`config.mk`:
```
export PLATFORM = sky130hd
export DESIGN_NAME = ppu_video_out
export DESIGN_NICKNAME = d
export VERILOG_FILES = /design/src/video_pkg.sv /design/src/ppu_cfg_pkg.sv /design/src/ppu_cfg_decode.sv /design/src/scanline_emu.sv /design/src/rgb_range_limit.sv /design/src/ppu_video_out.sv
export SDC_FILE = /design/constraint.sdc
export NUM_CORES = 1
export LEC_CHECK = 0
export BUFFER_PORTS_ARGS = -buffer_cell sky130_fd_sc_hd__buf_2
export CORE_UTILIZATION = 30
export DETAILED_ROUTE_END_ITERATION = 8
export PLACE_DENSITY = 0.49
export SYNTH_ARGS = -nofsm -noshare
export SYNTH_HDL_FRONTEND = slang
export SYNTH_HIERARCHICAL = 1
export SYNTH_SLANG_ARGS = --single-unit
```
`constraint.sdc`:
```
create_clock -name VCLK_Tx -period 5.4 [get_ports VCLK_Tx]
set_clock_uncertainty 0.05 [all_clocks]
set_input_delay 0.27 -clock VCLK_Tx [delete_from_list [all_inputs] [get_ports VCLK_Tx]]
set_output_delay 0.27 -clock VCLK_Tx [all_outputs]
set_load 0.03 [all_outputs]
```
`src/video_pkg.sv`:
```
package video_pkg;

  // ========================================
  // Pixel format
  // ========================================

  localparam int COLOR_W = 8;

  // Red sits in the upper byte, blue in the lower
  typedef struct packed {
    logic [COLOR_W-1:0] r;
    logic [COLOR_W-1:0] g;
    logic [COLOR_W-1:0] b;
  } rgb_t;

  // Limited range maps 0..255 onto 16..235
  localparam logic [COLOR_W-1:0] LIMIT_COEFF  = 8'd220;
  localparam logic [COLOR_W-1:0] LIMIT_OFFSET = 8'd16;

  // ========================================
  // Output video modes
  // ========================================

  typedef enum logic [4:0] {
    VM_240P60  = 5'd0,
    VM_288P50  = 5'd1,
    VM_480P60  = 5'd2,
    VM_VGAP60  = 5'd3,
    VM_576P50  = 5'd4,
    VM_720P60  = 5'd5,
    VM_720P50  = 5'd6,
    VM_960P60  = 5'd7,
    VM_960P50  = 5'd8,
    VM_1080P60 = 5'd9,
    VM_1080P50 = 5'd10,
    VM_1200P60 = 5'd11,
    VM_1200P50 = 5'd12,
    VM_1440P60 = 5'd13,
    VM_1440P50 = 5'd14
  } vmode_t;

endpackage

```
`src/ppu_cfg_pkg.sv`:
```
package ppu_cfg_pkg;

  localparam int PPU_CFG_W = 32;

  // ========================================
  // Target resolution codes
  // ========================================

  typedef enum logic [3:0] {
    T240P  = 4'd0,
    T288P  = 4'd1,
    T480P  = 4'd2,
    T576P  = 4'd3,
    T720P  = 4'd4,
    T960P  = 4'd5,
    T1080P = 4'd6,
    T1200P = 4'd7,
    T1440P = 4'd8
  } target_res_t;

  // ========================================
  // Configuration word layout
  // ========================================

  localparam int TARGET_RES_LSB  = 0;
  localparam int TARGET_RES_W    = 4;

  localparam int USE_VGA_BIT     = 4;
  localparam int FORCE60_BIT     = 5;
  localparam int FORCE50_BIT     = 6;
  localparam int LOW_LATENCY_BIT = 7;
  localparam int LIMITED_RGB_BIT = 8;
  localparam int SL_LINKED_BIT   = 9;

  // Scanline profiles, one byte each
  localparam int SL_PROF_W       = 8;
  localparam int SL240P_LSB      = 16;
  localparam int SL480I_LSB      = 24;

  // Fields inside one profile byte
  localparam int SL_STR_LSB      = 0;
  localparam int SL_STR_IN_W     = 4;
  localparam int SL_THICK_LSB    = 4;
  localparam int SL_THICK_W      = 2;
  localparam int SL_H_EN_BIT     = 6;
  localparam int SL_V_EN_BIT     = 7;

  // Strength after expansion to the multiplier width
  localparam int SL_STR_W        = 8;

endpackage

```
`src/ppu_cfg_decode.sv`:
```
`timescale 1ns/100ps

module ppu_cfg_decode (
  input  logic                              VCLK_Tx,
  input  logic                              nVRST_Tx,
  input  logic [ppu_cfg_pkg::PPU_CFG_W-1:0] config_i,
  input  logic                              palmode_i,
  input  logic                              n64_480i_i,
  output video_pkg::vmode_t                 vmode_o,
  output logic                              interlaced_o,
  output logic                              sl_v_en_o,
  output logic                              sl_h_en_o,
  output logic [1:0]                        sl_thickness_o,
  output logic [ppu_cfg_pkg::SL_STR_W-1:0]  sl_strength_o,
  output logic                              limited_rgb_o
);

  import video_pkg::*;
  import ppu_cfg_pkg::*;

  target_res_t            target;
  logic                   low_latency;
  logic                   force60_ok;
  logic                   force50_ok;
  vmode_t                 vmode_60;
  vmode_t                 vmode_50;
  vmode_t                 vmode_nxt;
  logic [SL_PROF_W-1:0]   sl_prof;
  logic [SL_STR_IN_W-1:0] sl_str_raw;
  logic [SL_STR_W-1:0]    sl_str_exp;

  assign target      = target_res_t'(config_i[TARGET_RES_LSB +: TARGET_RES_W]);
  assign low_latency = config_i[LOW_LATENCY_BIT];

  // ========================================
  // Video mode
  // ========================================

  always_comb begin
    case (target)
      T1440P:  vmode_60 = VM_1440P60;
      T1200P:  vmode_60 = VM_1200P60;
      T1080P:  vmode_60 = VM_1080P60;
      T960P:   vmode_60 = VM_960P60;
      T720P:   vmode_60 = VM_720P60;
      T240P:   vmode_60 = VM_240P60;
      default: vmode_60 = config_i[USE_VGA_BIT] ? VM_VGAP60 : VM_480P60;
    endcase
  end

  always_comb begin
    case (target)
      T1440P:  vmode_50 = VM_1440P50;
      T1200P:  vmode_50 = VM_1200P50;
      T1080P:  vmode_50 = VM_1080P50;
      T960P:   vmode_50 = VM_960P50;
      T720P:   vmode_50 = VM_720P50;
      T576P:   vmode_50 = VM_576P50;
      default: vmode_50 = VM_288P50;
    endcase
  end

  // No forcing in low latency mode, nor against a 240p/288p target
  assign force60_ok = config_i[FORCE60_BIT] && !low_latency && (target != T288P);
  assign force50_ok = config_i[FORCE50_BIT] && !low_latency && (target != T240P);

  always_comb begin
    if (force60_ok) begin
      vmode_nxt = vmode_60;
    end else if (force50_ok) begin
      vmode_nxt = vmode_50;
    end else begin
      vmode_nxt = palmode_i ? vmode_50 : vmode_60;
    end
  end

  // ========================================
  // Scanline profile
  // ========================================

  assign sl_prof = (!n64_480i_i || config_i[SL_LINKED_BIT]) ?
                   config_i[SL240P_LSB +: SL_PROF_W] :
                   config_i[SL480I_LSB +: SL_PROF_W];

  assign sl_str_raw = sl_prof[SL_STR_LSB +: SL_STR_IN_W];
  // Appending ones gives (s + 1) * 16 - 1
  assign sl_str_exp = {sl_str_raw, {(SL_STR_W - SL_STR_IN_W){1'b1}}};

  always_ff @(posedge VCLK_Tx or negedge nVRST_Tx) begin
    if (!nVRST_Tx) begin
      vmode_o        <= VM_480P60;
      interlaced_o   <= 1'b0;
      sl_v_en_o      <= 1'b0;
      sl_h_en_o      <= 1'b0;
      sl_thickness_o <= '0;
      sl_strength_o  <= '0;
      limited_rgb_o  <= 1'b0;
    end else begin
      vmode_o        <= vmode_nxt;
      interlaced_o   <= n64_480i_i;
      sl_v_en_o      <= sl_prof[SL_V_EN_BIT];
      sl_h_en_o      <= sl_prof[SL_H_EN_BIT];
      sl_thickness_o <= sl_prof[SL_THICK_LSB +: SL_THICK_W];
      sl_strength_o  <= sl_str_exp;
      limited_rgb_o  <= config_i[LIMITED_RGB_BIT];
    end
  end

endmodule

```
`src/scanline_emu.sv`:
```
`timescale 1ns/100ps

module scanline_emu #(
  parameter int SL_POS_W = 8
) (
  input  logic                             VCLK_Tx,
  input  logic                             nVRST_Tx,
  input  video_pkg::rgb_t                  vdata_i,
  input  logic                             de_i,
  input  logic                             hsync_i,
  input  logic                             vsync_i,
  input  logic                             sl_en_i,
  input  logic [1:0]                       sl_thickness_i,
  input  logic [ppu_cfg_pkg::SL_STR_W-1:0] sl_strength_i,
  input  logic [SL_POS_W-1:0]              sl_rel_pos_i,
  output video_pkg::rgb_t                  vdata_o,
  output logic                             de_o,
  output logic                             hsync_o,
  output logic                             vsync_o
);

  import video_pkg::*;
  import ppu_cfg_pkg::*;

  logic [1:0]          pos_msb;
  logic                in_sl;
  logic [SL_STR_W-1:0] gain;
  rgb_t                dark;

  // floor(ch * k / 2^SL_STR_W)
  function automatic logic [COLOR_W-1:0] scale_ch(input logic [COLOR_W-1:0]  ch,
                                                  input logic [SL_STR_W-1:0] k);
    logic [COLOR_W+SL_STR_W-1:0] prod;
    prod = ch * k;
    return prod[COLOR_W+SL_STR_W-1 -: COLOR_W];
  endfunction

  // Thicker lines cover more of the relative position range
  assign pos_msb = sl_rel_pos_i[SL_POS_W-1 -: 2];
  assign in_sl   = sl_en_i && de_i && (pos_msb >= (2'd3 - sl_thickness_i));

  assign gain   = {SL_STR_W{1'b1}} - sl_strength_i;
  assign dark.r = scale_ch(vdata_i.r, gain);
  assign dark.g = scale_ch(vdata_i.g, gain);
  assign dark.b = scale_ch(vdata_i.b, gain);

  always_ff @(posedge VCLK_Tx or negedge nVRST_Tx) begin
    if (!nVRST_Tx) begin
      vdata_o <= '0;
      de_o    <= 1'b0;
      hsync_o <= 1'b0;
      vsync_o <= 1'b0;
    end else begin
      vdata_o <= in_sl ? dark : vdata_i;
      de_o    <= de_i;
      hsync_o <= hsync_i;
      vsync_o <= vsync_i;
    end
  end

endmodule

```
`src/rgb_range_limit.sv`:
```
`timescale 1ns/100ps

module rgb_range_limit (
  input  logic            VCLK_Tx,
  input  logic            nVRST_Tx,
  input  video_pkg::rgb_t vdata_i,
  input  logic            de_i,
  input  logic            hsync_i,
  input  logic            vsync_i,
  input  logic            limited_rgb_i,
  output video_pkg::rgb_t vd_o,
  output logic            de_o,
  output logic            hsync_o,
  output logic            vsync_o
);

  import video_pkg::*;

  localparam int NCH = 3;

  logic [NCH-1:0][COLOR_W-1:0] pix_ch;
  logic [2*COLOR_W-1:0]        prod [NCH];
  logic [COLOR_W:0]            lim_s1 [NCH];
  logic [COLOR_W-1:0]          lim_s2 [NCH];
  logic [NCH-1:0][COLOR_W-1:0] lim_ch;
  rgb_t                        full_s1;
  rgb_t                        full_s2;
  // {vsync, hsync, de}
  logic [2:0]                  sync_s1;
  logic [2:0]                  sync_s2;

  // Index 2 is red
  assign pix_ch = vdata_i;

  always_comb begin
    for (int i = 0; i < NCH; i++) begin
      prod[i]   = pix_ch[i] * LIMIT_COEFF;
      lim_ch[i] = lim_s2[i] + LIMIT_OFFSET;
    end
  end

  // ========================================
  // Three-stage pipeline
  // ========================================

  always_ff @(posedge VCLK_Tx or negedge nVRST_Tx) begin
    if (!nVRST_Tx) begin
      for (int i = 0; i < NCH; i++) begin
        lim_s1[i] <= '0;
        lim_s2[i] <= '0;
      end
      full_s1 <= '0;
      full_s2 <= '0;
      sync_s1 <= '0;
      sync_s2 <= '0;
      vd_o    <= '0;
      de_o    <= 1'b0;
      hsync_o <= 1'b0;
      vsync_o <= 1'b0;
    end else begin
      for (int i = 0; i < NCH; i++) begin
        // Top nine bits, the lowest of them decides the rounding
        lim_s1[i] <= prod[i][2*COLOR_W-1 -: COLOR_W+1];
        lim_s2[i] <= lim_s1[i][COLOR_W:1] + COLOR_W'(lim_s1[i][0]);
      end
      full_s1 <= vdata_i;
      full_s2 <= full_s1;
      sync_s1 <= {vsync_i, hsync_i, de_i};
      sync_s2 <= sync_s1;
      vd_o    <= limited_rgb_i ? rgb_t'(lim_ch) : full_s2;
      vsync_o <= sync_s2[2];
      hsync_o <= sync_s2[1];
      de_o    <= sync_s2[0];
    end
  end

endmodule

```
`src/ppu_video_out.sv`:
```
`timescale 1ns/100ps

module ppu_video_out #(
  parameter int SL_POS_W = 8
) (
  input  logic                              VCLK_Tx,
  input  logic                              nVRST_Tx,
  input  logic [ppu_cfg_pkg::PPU_CFG_W-1:0] config_i,
  input  logic                              palmode_i,
  input  logic                              n64_480i_i,
  input  video_pkg::rgb_t                   vdata_i,
  input  logic                              de_i,
  input  logic                              hsync_i,
  input  logic                              vsync_i,
  input  logic [SL_POS_W-1:0]               vpos_rel_i,
  input  logic [SL_POS_W-1:0]               hpos_rel_i,
  output video_pkg::rgb_t                   vd_o,
  output logic                              de_o,
  output logic                              hsync_o,
  output logic                              vsync_o,
  output video_pkg::vmode_t                 vmode_o,
  output logic                              interlaced_o
);

  import video_pkg::*;
  import ppu_cfg_pkg::*;

  logic                sl_v_en;
  logic                sl_h_en;
  logic [1:0]          sl_thickness;
  logic [SL_STR_W-1:0] sl_strength;
  logic                limited_rgb;

  rgb_t                hsl_vdata;
  logic                hsl_de;
  logic                hsl_hsync;
  logic                hsl_vsync;

  rgb_t                vsl_vdata;
  logic                vsl_de;
  logic                vsl_hsync;
  logic                vsl_vsync;

  ppu_cfg_decode cfg_decode_u (
    .VCLK_Tx        (VCLK_Tx),
    .nVRST_Tx       (nVRST_Tx),
    .config_i       (config_i),
    .palmode_i      (palmode_i),
    .n64_480i_i     (n64_480i_i),
    .vmode_o        (vmode_o),
    .interlaced_o   (interlaced_o),
    .sl_v_en_o      (sl_v_en),
    .sl_h_en_o      (sl_h_en),
    .sl_thickness_o (sl_thickness),
    .sl_strength_o  (sl_strength),
    .limited_rgb_o  (limited_rgb)
  );

  // ========================================
  // Scanlines, horizontal then vertical
  // ========================================

  // Horizontal lines are keyed by the vertical position
  scanline_emu #(
    .SL_POS_W (SL_POS_W)
  ) hor_scanline_u (
    .VCLK_Tx        (VCLK_Tx),
    .nVRST_Tx       (nVRST_Tx),
    .vdata_i        (vdata_i),
    .de_i           (de_i),
    .hsync_i        (hsync_i),
    .vsync_i        (vsync_i),
    .sl_en_i        (sl_h_en),
    .sl_thickness_i (sl_thickness),
    .sl_strength_i  (sl_strength),
    .sl_rel_pos_i   (vpos_rel_i),
    .vdata_o        (hsl_vdata),
    .de_o           (hsl_de),
    .hsync_o        (hsl_hsync),
    .vsync_o        (hsl_vsync)
  );

  scanline_emu #(
    .SL_POS_W (SL_POS_W)
  ) vert_scanline_u (
    .VCLK_Tx        (VCLK_Tx),
    .nVRST_Tx       (nVRST_Tx),
    .vdata_i        (hsl_vdata),
    .de_i           (hsl_de),
    .hsync_i        (hsl_hsync),
    .vsync_i        (hsl_vsync),
    .sl_en_i        (sl_v_en),
    .sl_thickness_i (sl_thickness),
    .sl_strength_i  (sl_strength),
    .sl_rel_pos_i   (hpos_rel_i),
    .vdata_o        (vsl_vdata),
    .de_o           (vsl_de),
    .hsync_o        (vsl_hsync),
    .vsync_o        (vsl_vsync)
  );

  rgb_range_limit range_limit_u (
    .VCLK_Tx       (VCLK_Tx),
    .nVRST_Tx      (nVRST_Tx),
    .vdata_i       (vsl_vdata),
    .de_i          (vsl_de),
    .hsync_i       (vsl_hsync),
    .vsync_i       (vsl_vsync),
    .limited_rgb_i (limited_rgb),
    .vd_o          (vd_o),
    .de_o          (de_o),
    .hsync_o       (hsync_o),
    .vsync_o       (vsync_o)
  );

endmodule

```
==> reports/qor.yml, run 1 <==
nNetsFinal: 2835
cts_max_level: 1
yosys.area_share.adder_pct: 40.42
cp.required_ns: 5.76
cp_slowest_cell: "dfrtp_1"
initial_core_util_pct: 30.32
clk_latency_ns: 0.53
worst-setup-path-type: "register to register"
grt_pass1_vias: 15376
r2r_start: "cfg_decode_u/sl_strength_o[6]"
hold_ws_ns: 0.04935
grt_start_max_net_pins: 134
ys_warn_count: 6
ctsLongestPathBuffers: 3
r2r_slack_ns: 0.26
globalRoute.totalOverflow: 0
hp-start: "palmode_i"
worstMarginPinSlew_ns: 0.9991
post_cts_resize_count: 0
hold_path_class: "primary input to register"
clkSinkCount: 201
root_buffer: "clkbuf_16"
io_buffer_count: 92
ios: 112
synth-xor-area-share_pct: 3.279
synth_mux_area_share_pct: 1.723
tns_ns: 0
synth_nets: 2722
syn_area_per_cell_um2: 10.32
met2_usage_pct: 21.01
cts_tree: "built"
worstPathCellList: "buf_4, buf_4, nor2b_1, fa_1, fa_1, fa_1, inv_1, fa_1, inv_1, ha_1, and3_1, nand2_1, o41a_1, a32o_1, a221o_1"
path_common_cell: "fa_1"
place_congestion: 0.7974
timing.final.crit_share_pct: 95.11
numCtsBuffers: 23
synth_top_cell_by_area: "fa_1"
remaining_drc_errors: 0
critPathMaxFanout: 9
die_area_um2: 73200
synth-edff-count: 0
n_antenna_cell: 0
grt_pass1_wl_mm: 77.36
synth.area.top_cells: "fa_1 24%, dfrtp_1 23%, ha_1 17%, nor2b_1 8.6%, inv_1 6.0%"
drt_iter0_markers: 439
wl_mm: 44.23
syn_area_um2: 21640
die_w_um: 270.6
area_growth_pct: 12.11
placed_cells: 3113
endpoint_kind: "register"
whs_path_depth: 3
synth_compound_area_share_pct: 7.558
grtUsageMet1_pct: 17.98
wl_per_cell_um: 13.93
vias_per_cell: 4.467
final_util_pct: 33.99
ys_seq_elements: 201
synth_top_family_by_area: "adder cells"
critPathLaunchType: "register"
crit_arrival_ns: 5.50
busiest_layer: "met2"
track_usage_pct: 12.61
status: "completed"
yosysUniqueCellTypes: 87
die_h_um: 270.6
core.rowCount: 98
syn_inst: 2097
maxCapViolations: 0
dp_hpwl_mm: 33.97
yosys.area.top_type_share_pct: 23.59
postCtsHoldBufs: 22
fin_crit_ns: 5.136
via_count: 14178
fmax_mhz: 194.7
ant_nets: 0
rsz0062_at_grt: "no"
min_to: "cfg_decode_u/vmode_o[1]"
drive_above_1_share_pct: 9.577
core_um2: 71360
synthArstFlopShare_pct: 100.0
met3_usage_pct: 1.216
synthFlopType: "dfrtp_1"
drt-pass1-iter-count: 4
maxSlewHeadroom_pct: 33.39
fin_cells: 3174
nFillCells: 7342
hold_viol_final: 0
antenna_found_initial: 1
path_clk_slew_ns: 0.06
rr_worst_depth: 15
yosys.area_share.simple_pct: 16.64
ys_seq_area_share_pct: 23.25
drv_slew: 0
r2r-end: "hor_scanline_u/vdata_o[23]"
max_stage_delay_ns: 0.65
postCtsSetupRepairBufs: 0
final-setup-viol-count: 0
[metrics by stage]
step | instance area [um2] | setup WS [ns]
after floorplan | 21640 | 0.4909
after global placement | 23300 | 0.2743
after detailed placement | 23300 | 0.2268
after CTS | 24260 | 0.2053
after global routing | 24260 | 0.004327
final | 24260 | 0.2643
[how the worst max path moves through the flow]
stage,startpoint,endpoint,slack (ns),cells after the start
6_report,cfg_decode_u/sl_strength_o[6],hor_scanline_u/vdata_o[23],0.26,15
5_1_grt,cfg_decode_u/sl_strength_o[6],hor_scanline_u/vdata_o[6],0.004,16
4_1_cts,cfg_decode_u/sl_strength_o[6],hor_scanline_u/vdata_o[23],0.21,15
3_5_place_dp,cfg_decode_u/sl_strength_o[6],hor_scanline_u/vdata_o[23],0.23,15
3_3_place_gp,cfg_decode_u/sl_strength_o[6],hor_scanline_u/vdata_o[23],0.27,15
2_1_floorplan,cfg_decode_u/sl_strength_o[3],hor_scanline_u/vdata_o[13],0.49,16
[placed cells by master (no fill, tap or decap), types with 20 or more instances in the layout]
master / synthesis / routed
nand2b_1: 82 / 82
nor3_1: 20 / 20
inv_1: 347 / 347
ha_1: 291 / 291
xnor2_1: 43 / 43
xor2_1: 38 / 38
nand2_1: 68 / 68
dfrtp_1: 200 / 199
a21oi_1: 44 / 44
dlygate4sd3_1: 0 / 22
mux2_2: 23 / 23
buf_4: 5 / 27
buf_2: 5 / 91
nand3_1: 27 / 26
clkbuf_16: 0 / 23
nor2_1: 34 / 34
nor2b_1: 299 / 299
a21o_1: 20 / 20
fa_1: 255 / 255
o21ai_0: 48 / 48
[state kept, by name, indices dropped and copies added, names as in the netlist, 2 cells and up]
name and flops:
range_limit_u/sync_s1 3, range_limit_u/vd_o 24, vert_scanline_u/vdata_o 24, range_limit_u/lim_s2 24, range_limit_u/lim_s1 27, range_limit_u/full_s1 24, cfg_decode_u/sl_thickness_o 2, hor_scanline_u/vdata_o 24
range_limit_u/full_s2 24, range_limit_u/sync_s2 3, cfg_decode_u/vmode_o 4, cfg_decode_u/sl_strength_o 5
[kinds of logic after synthesis]
group           after synthesis
simple gates                603
fa+ha+maj                   546
buf+inv                     402
compound gates              229
flops                       201
xor+xnor                     81
mux                          33
other cells                   2
[final cells by class]
cell class / instances / area [um2] / area share [%]
clock buffers: 29 / 618.1 / 2.548
clock inverters: 10 / 120.1 / 0.4952
inverters: 348 / 1308 / 5.390
multi-input cells: 1494 / 15080 / 62.15
flip-flops and latches: 201 / 5035 / 20.76
well taps: 950 / 1189 / 4.900
repair buffers: 142 / 913.4 / 3.765
[critical path, delay by kind of cell (launching register included)]
kind	cells	cell delay, ns
and+or+nand+nor	3	0.33
AOI/OAI and AO/OA	3	1.01
DFF	1	0.65
buffers and inverters	4	0.52
adders and majority gates	5	2.45
[Yosys cell counts, types with 5 or more instances]
cell type / count
or3_1: 5
fa_1: 255
o311ai_0: 6
o21a_1: 12
a31oi_1: 7
o21ai_0: 48
nand2_1: 68
ha_1: 291
nor3_1: 20
nand2b_1: 82
a21o_1: 20
o211ai_1: 6
nor2b_1: 299
xnor2_1: 43
and3_1: 13
a21oi_1: 44
buf_4: 5
o21bai_1: 10
and4b_1: 5
mux2_2: 23
o31ai_1: 7
and4_1: 5
nor4b_1: 5
and2_1: 7
dfrtp_1: 200
mux2i_1: 5
nand3_1: 27
clkbuf_1: 43
a211oi_1: 11
buf_2: 5
xor2_1: 38
inv_1: 347
nor2_1: 34
a211o_1: 10
nand4_1: 7
[per-layer routing]
| metal | wire length (um) | part of all wire [%] |
|---|---|---|
| met1 | 21980 | 50 |
| met2 | 20690 | 47 |
| met5 | 0 | 0 |
| met4 | 448 | 1.0 |
| met3 | 1107 | 2.5 |
Power of run 1 is left out: the tool's default activity adds up to more than one toggle a clock period on the data nets, which glitch-free logic cannot reach.
==> run 2: changes to the inputs <==
ABC_AREA = 1   (was default)
==> run 2 against run 1 <==
Effect of this change: critical path depth grew 1; highest routed layer unchanged; count of clock-buffer cells in the layout is 5 higher; core utilization barely moved; non-clock buffer count increased by 2.
==> reports/qor.yml, run 2 <==
worst-setup-path-type: "register to register"
numCtsBuffers: 24  # +4.3%
final_common_cell: "inv_1"
die_area_um2: 76290  # +4.2%
core_um2: 74450  # +4.3%
hp-start: "vdata_i[21]"
fin_ws_ns: 0.6742  # +0.4099 ns
maxSlewHeadroom_pct: 24.75  # -8.6 points
hold_viol_final: 0  # unchanged
drive_above_1_share_pct: 8.354  # -1.2 points
dp_hpwl_mm: 39.95  # +18%
ctsLongestPathBuffers: 3  # unchanged
post_cts_resize_count: 0  # unchanged
cp.required_ns: 5.70  # -0.06 ns
critPathMaxFanout: 45  # +36
grt_start_max_net_pins: 138  # +3.0%
yosysUniqueCellTypes: 43  # -51%
synth.area.top_cells: "fa_1 23%, dfrtp_1 22%, ha_1 16%, inv_1 9.2%, nand2_1 8.8%"
final_cell_mix: "553 x inv_1, 527 x nand2_1, 392 x nor2_1, 291 x ha_1, 255 x fa_1"
synth-edff-count: 0  # unchanged
postCtsHoldBufs: 33  # +50%
nNetsFinal: 3492  # +23%
top_register: "range_limit_u/lim_s1"
core.rowCount: 100  # +2.0%
fin_crit_ns: 4.726  # -0.4099 ns
globalRoute.totalOverflow: 0  # unchanged
whs_path_depth: 3  # unchanged
min_to: "hor_scanline_u/vdata_o[21]"
syn_inst: 2746  # +31%
tns_ns: 0  # unchanged
synth_top_cell_by_area: "fa_1"
yosys.area.top_type_share_pct: 22.63  # -0.96 points
io_buffer_count: 92  # unchanged
n_antenna_cell: 0  # unchanged
remaining_drc_errors: 0  # unchanged
syn_area_um2: 22560  # +4.3%
ys_seq_elements: 201  # unchanged
r2r_start: "cfg_decode_u/sl_strength_o[3]"
r2r-end: "hor_scanline_u/vdata_o[12]"
critPathLaunchType: "register"
drt-pass1-iter-count: 5  # +1
largest_reg_flops: 27  # unchanged
endpoint_kind: "register"
die_h_um: 276.2  # +2.1%
die_w_um: 276.2  # +2.1%
grt_pass1_wl_mm: 84.26  # +8.9%
synthFlopType: "dfrtp_1"
synth_common_cells: "553 x inv_1, 527 x nand2_1, 392 x nor2_1, 291 x ha_1, 255 x fa_1"
via_count: 16683  # +18%
synth.most_common_cell: "inv_1"
postCtsSetupRepairBufs: 0  # unchanged
root_buffer: "clkbuf_16"
area_growth_pct: 12.32
synthArstFlopShare_pct: 100.0  # unchanged
ys_warn_count: 6  # unchanged
track_usage_pct: 13.22  # +0.61 points
ios: 112  # unchanged
maxCapViolations: 0  # unchanged
drt_iter0_markers: 716  # +63%
synth_nets: 3371  # +24%
wl_per_cell_um: 12.69  # -9.0%
antenna_found_initial: 1  # unchanged
status: "completed"
vias_per_cell: 4.329  # -3.1%
rr_worst_depth: 16  # +1
ys_seq_area_share_pct: 22.30  # -0.95 points
drv_slew: 0  # unchanged
place_congestion: 0.8037  # +0.79%
cts_tree: "built"
rsz0062_at_grt: "no"
initial_core_util_pct: 30.30  # about the same
syn_area_per_cell_um2: 8.215  # -20%
timing.final.crit_share_pct: 87.51  # -7.6 points
wl_mm: 48.89  # +11%
clkSinkCount: 201  # unchanged
ant_nets: 0  # unchanged
clk_latency_ns: 0.53  # about the same
r2r_slack_ns: 0.67  # +0.41 ns
path_clk_slew_ns: 0.06  # about the same
hold_path_class: "primary input to register"
grt_pass1_vias: 17061  # +11%
final-setup-viol-count: 0  # unchanged
crit_arrival_ns: 5.02  # -0.48 ns
cts_max_level: 1  # unchanged
worstMarginPinSlew_ns: 1.127  # +0.1283 ns
dp_slack_ns: 0.6563  # +0.4294 ns
fmax_mhz: 211.6  # +8.7%
## run 2: cell types whose count changed after synthesis, moves of 82 or more
cell      change
inv_1       +206
nand2_1     +459
nand2b_1     -82
nand3_1     +110
nor2_1      +358
nor2b_1     -299
## run 2: critical path, cell delays in order, from the launching register on
cell and delay (ns):
dfrtp_4 0.80, inv_1 0.17, nand2_1 0.12, fa_1 0.48
fa_1 0.51, inv_1 0.05, fa_1 0.52, inv_1 0.06
fa_1 0.54, inv_1 0.04, ha_1 0.31, a21oi_1 0.20
o21ai_0 0.16, a21oi_1 0.21, nand3b_1 0.10, nand3_1 0.08
o21ai_0 0.11
## run 2: layout make-up
cell class / instances / area (um2)
clock buffer: 34 / 709.4
clock inverter: 10 / 117.6
fill: 7845 / 49110
inverter: 566 / 2137
multi-input combinational: 1930 / 15160
sequential: 201 / 5036
tap: 969 / 1212
timing repair buffer: 144 / 968.4
## run 2: cells by family after synthesis
logic type               after synthesis  share of synthesized area [%]
buffers and inverters                615                          10.51
multiplexers                           8                         0.3993
AO/OA/AOI/OAI                        165                          4.265
flip-flops                           201                          22.30
AND/OR/NAND/NOR                     1155                          21.63
other                                  2                        0.03329
XOR/XNOR                              54                          2.097
adder cells (fa/ha/maj)              546                          38.77
## run 2: per-layer routing
metal	up-vias	routed length (um)	track usage [%]
met3	40	1461	1.225
met4	0	668	2.478
met2	213	22060	21.87
met1	7856	24700	18.86
li1	8574	-	-
met5	-	0	0
## run 2: stage by stage
step / hold slack [ns] / util [%] / instance area, um2 / cells
after floorplan: -0.07559 / - / 22560 / 2746
after global placement: 0.2821 / 32.48 / 24180 / 3777
after detailed placement: 0.2847 / 32.48 / 24180 / 3777
after CTS: 0.009297 / 34.04 / 25340 / 3854
after global routing: 0.02793 / 34.04 / 25340 / 3854
final: 0.04237 / 34.04 / 25340 / 3854
## run 2: how the worst max path moves through the flow
stage	to	cells past startpoint	start	slack, ns
5_1_grt	hor_scanline_u/vdata_o[14]	16	cfg_decode_u/sl_strength_o[3]	0.28
2_1_floorplan	hor_scanline_u/vdata_o[10]	17	cfg_decode_u/sl_strength_o[3]	1.14
3_5_place_dp	hor_scanline_u/vdata_o[14]	16	cfg_decode_u/sl_strength_o[3]	0.66
4_1_cts	hor_scanline_u/vdata_o[14]	16	cfg_decode_u/sl_strength_o[3]	0.66
6_report	hor_scanline_u/vdata_o[12]	16	cfg_decode_u/sl_strength_o[3]	0.67
3_3_place_gp	vert_scanline_u/vdata_o[15]	16	cfg_decode_u/sl_strength_o[3]	0.71
Power of run 2 is left out for the same reason.
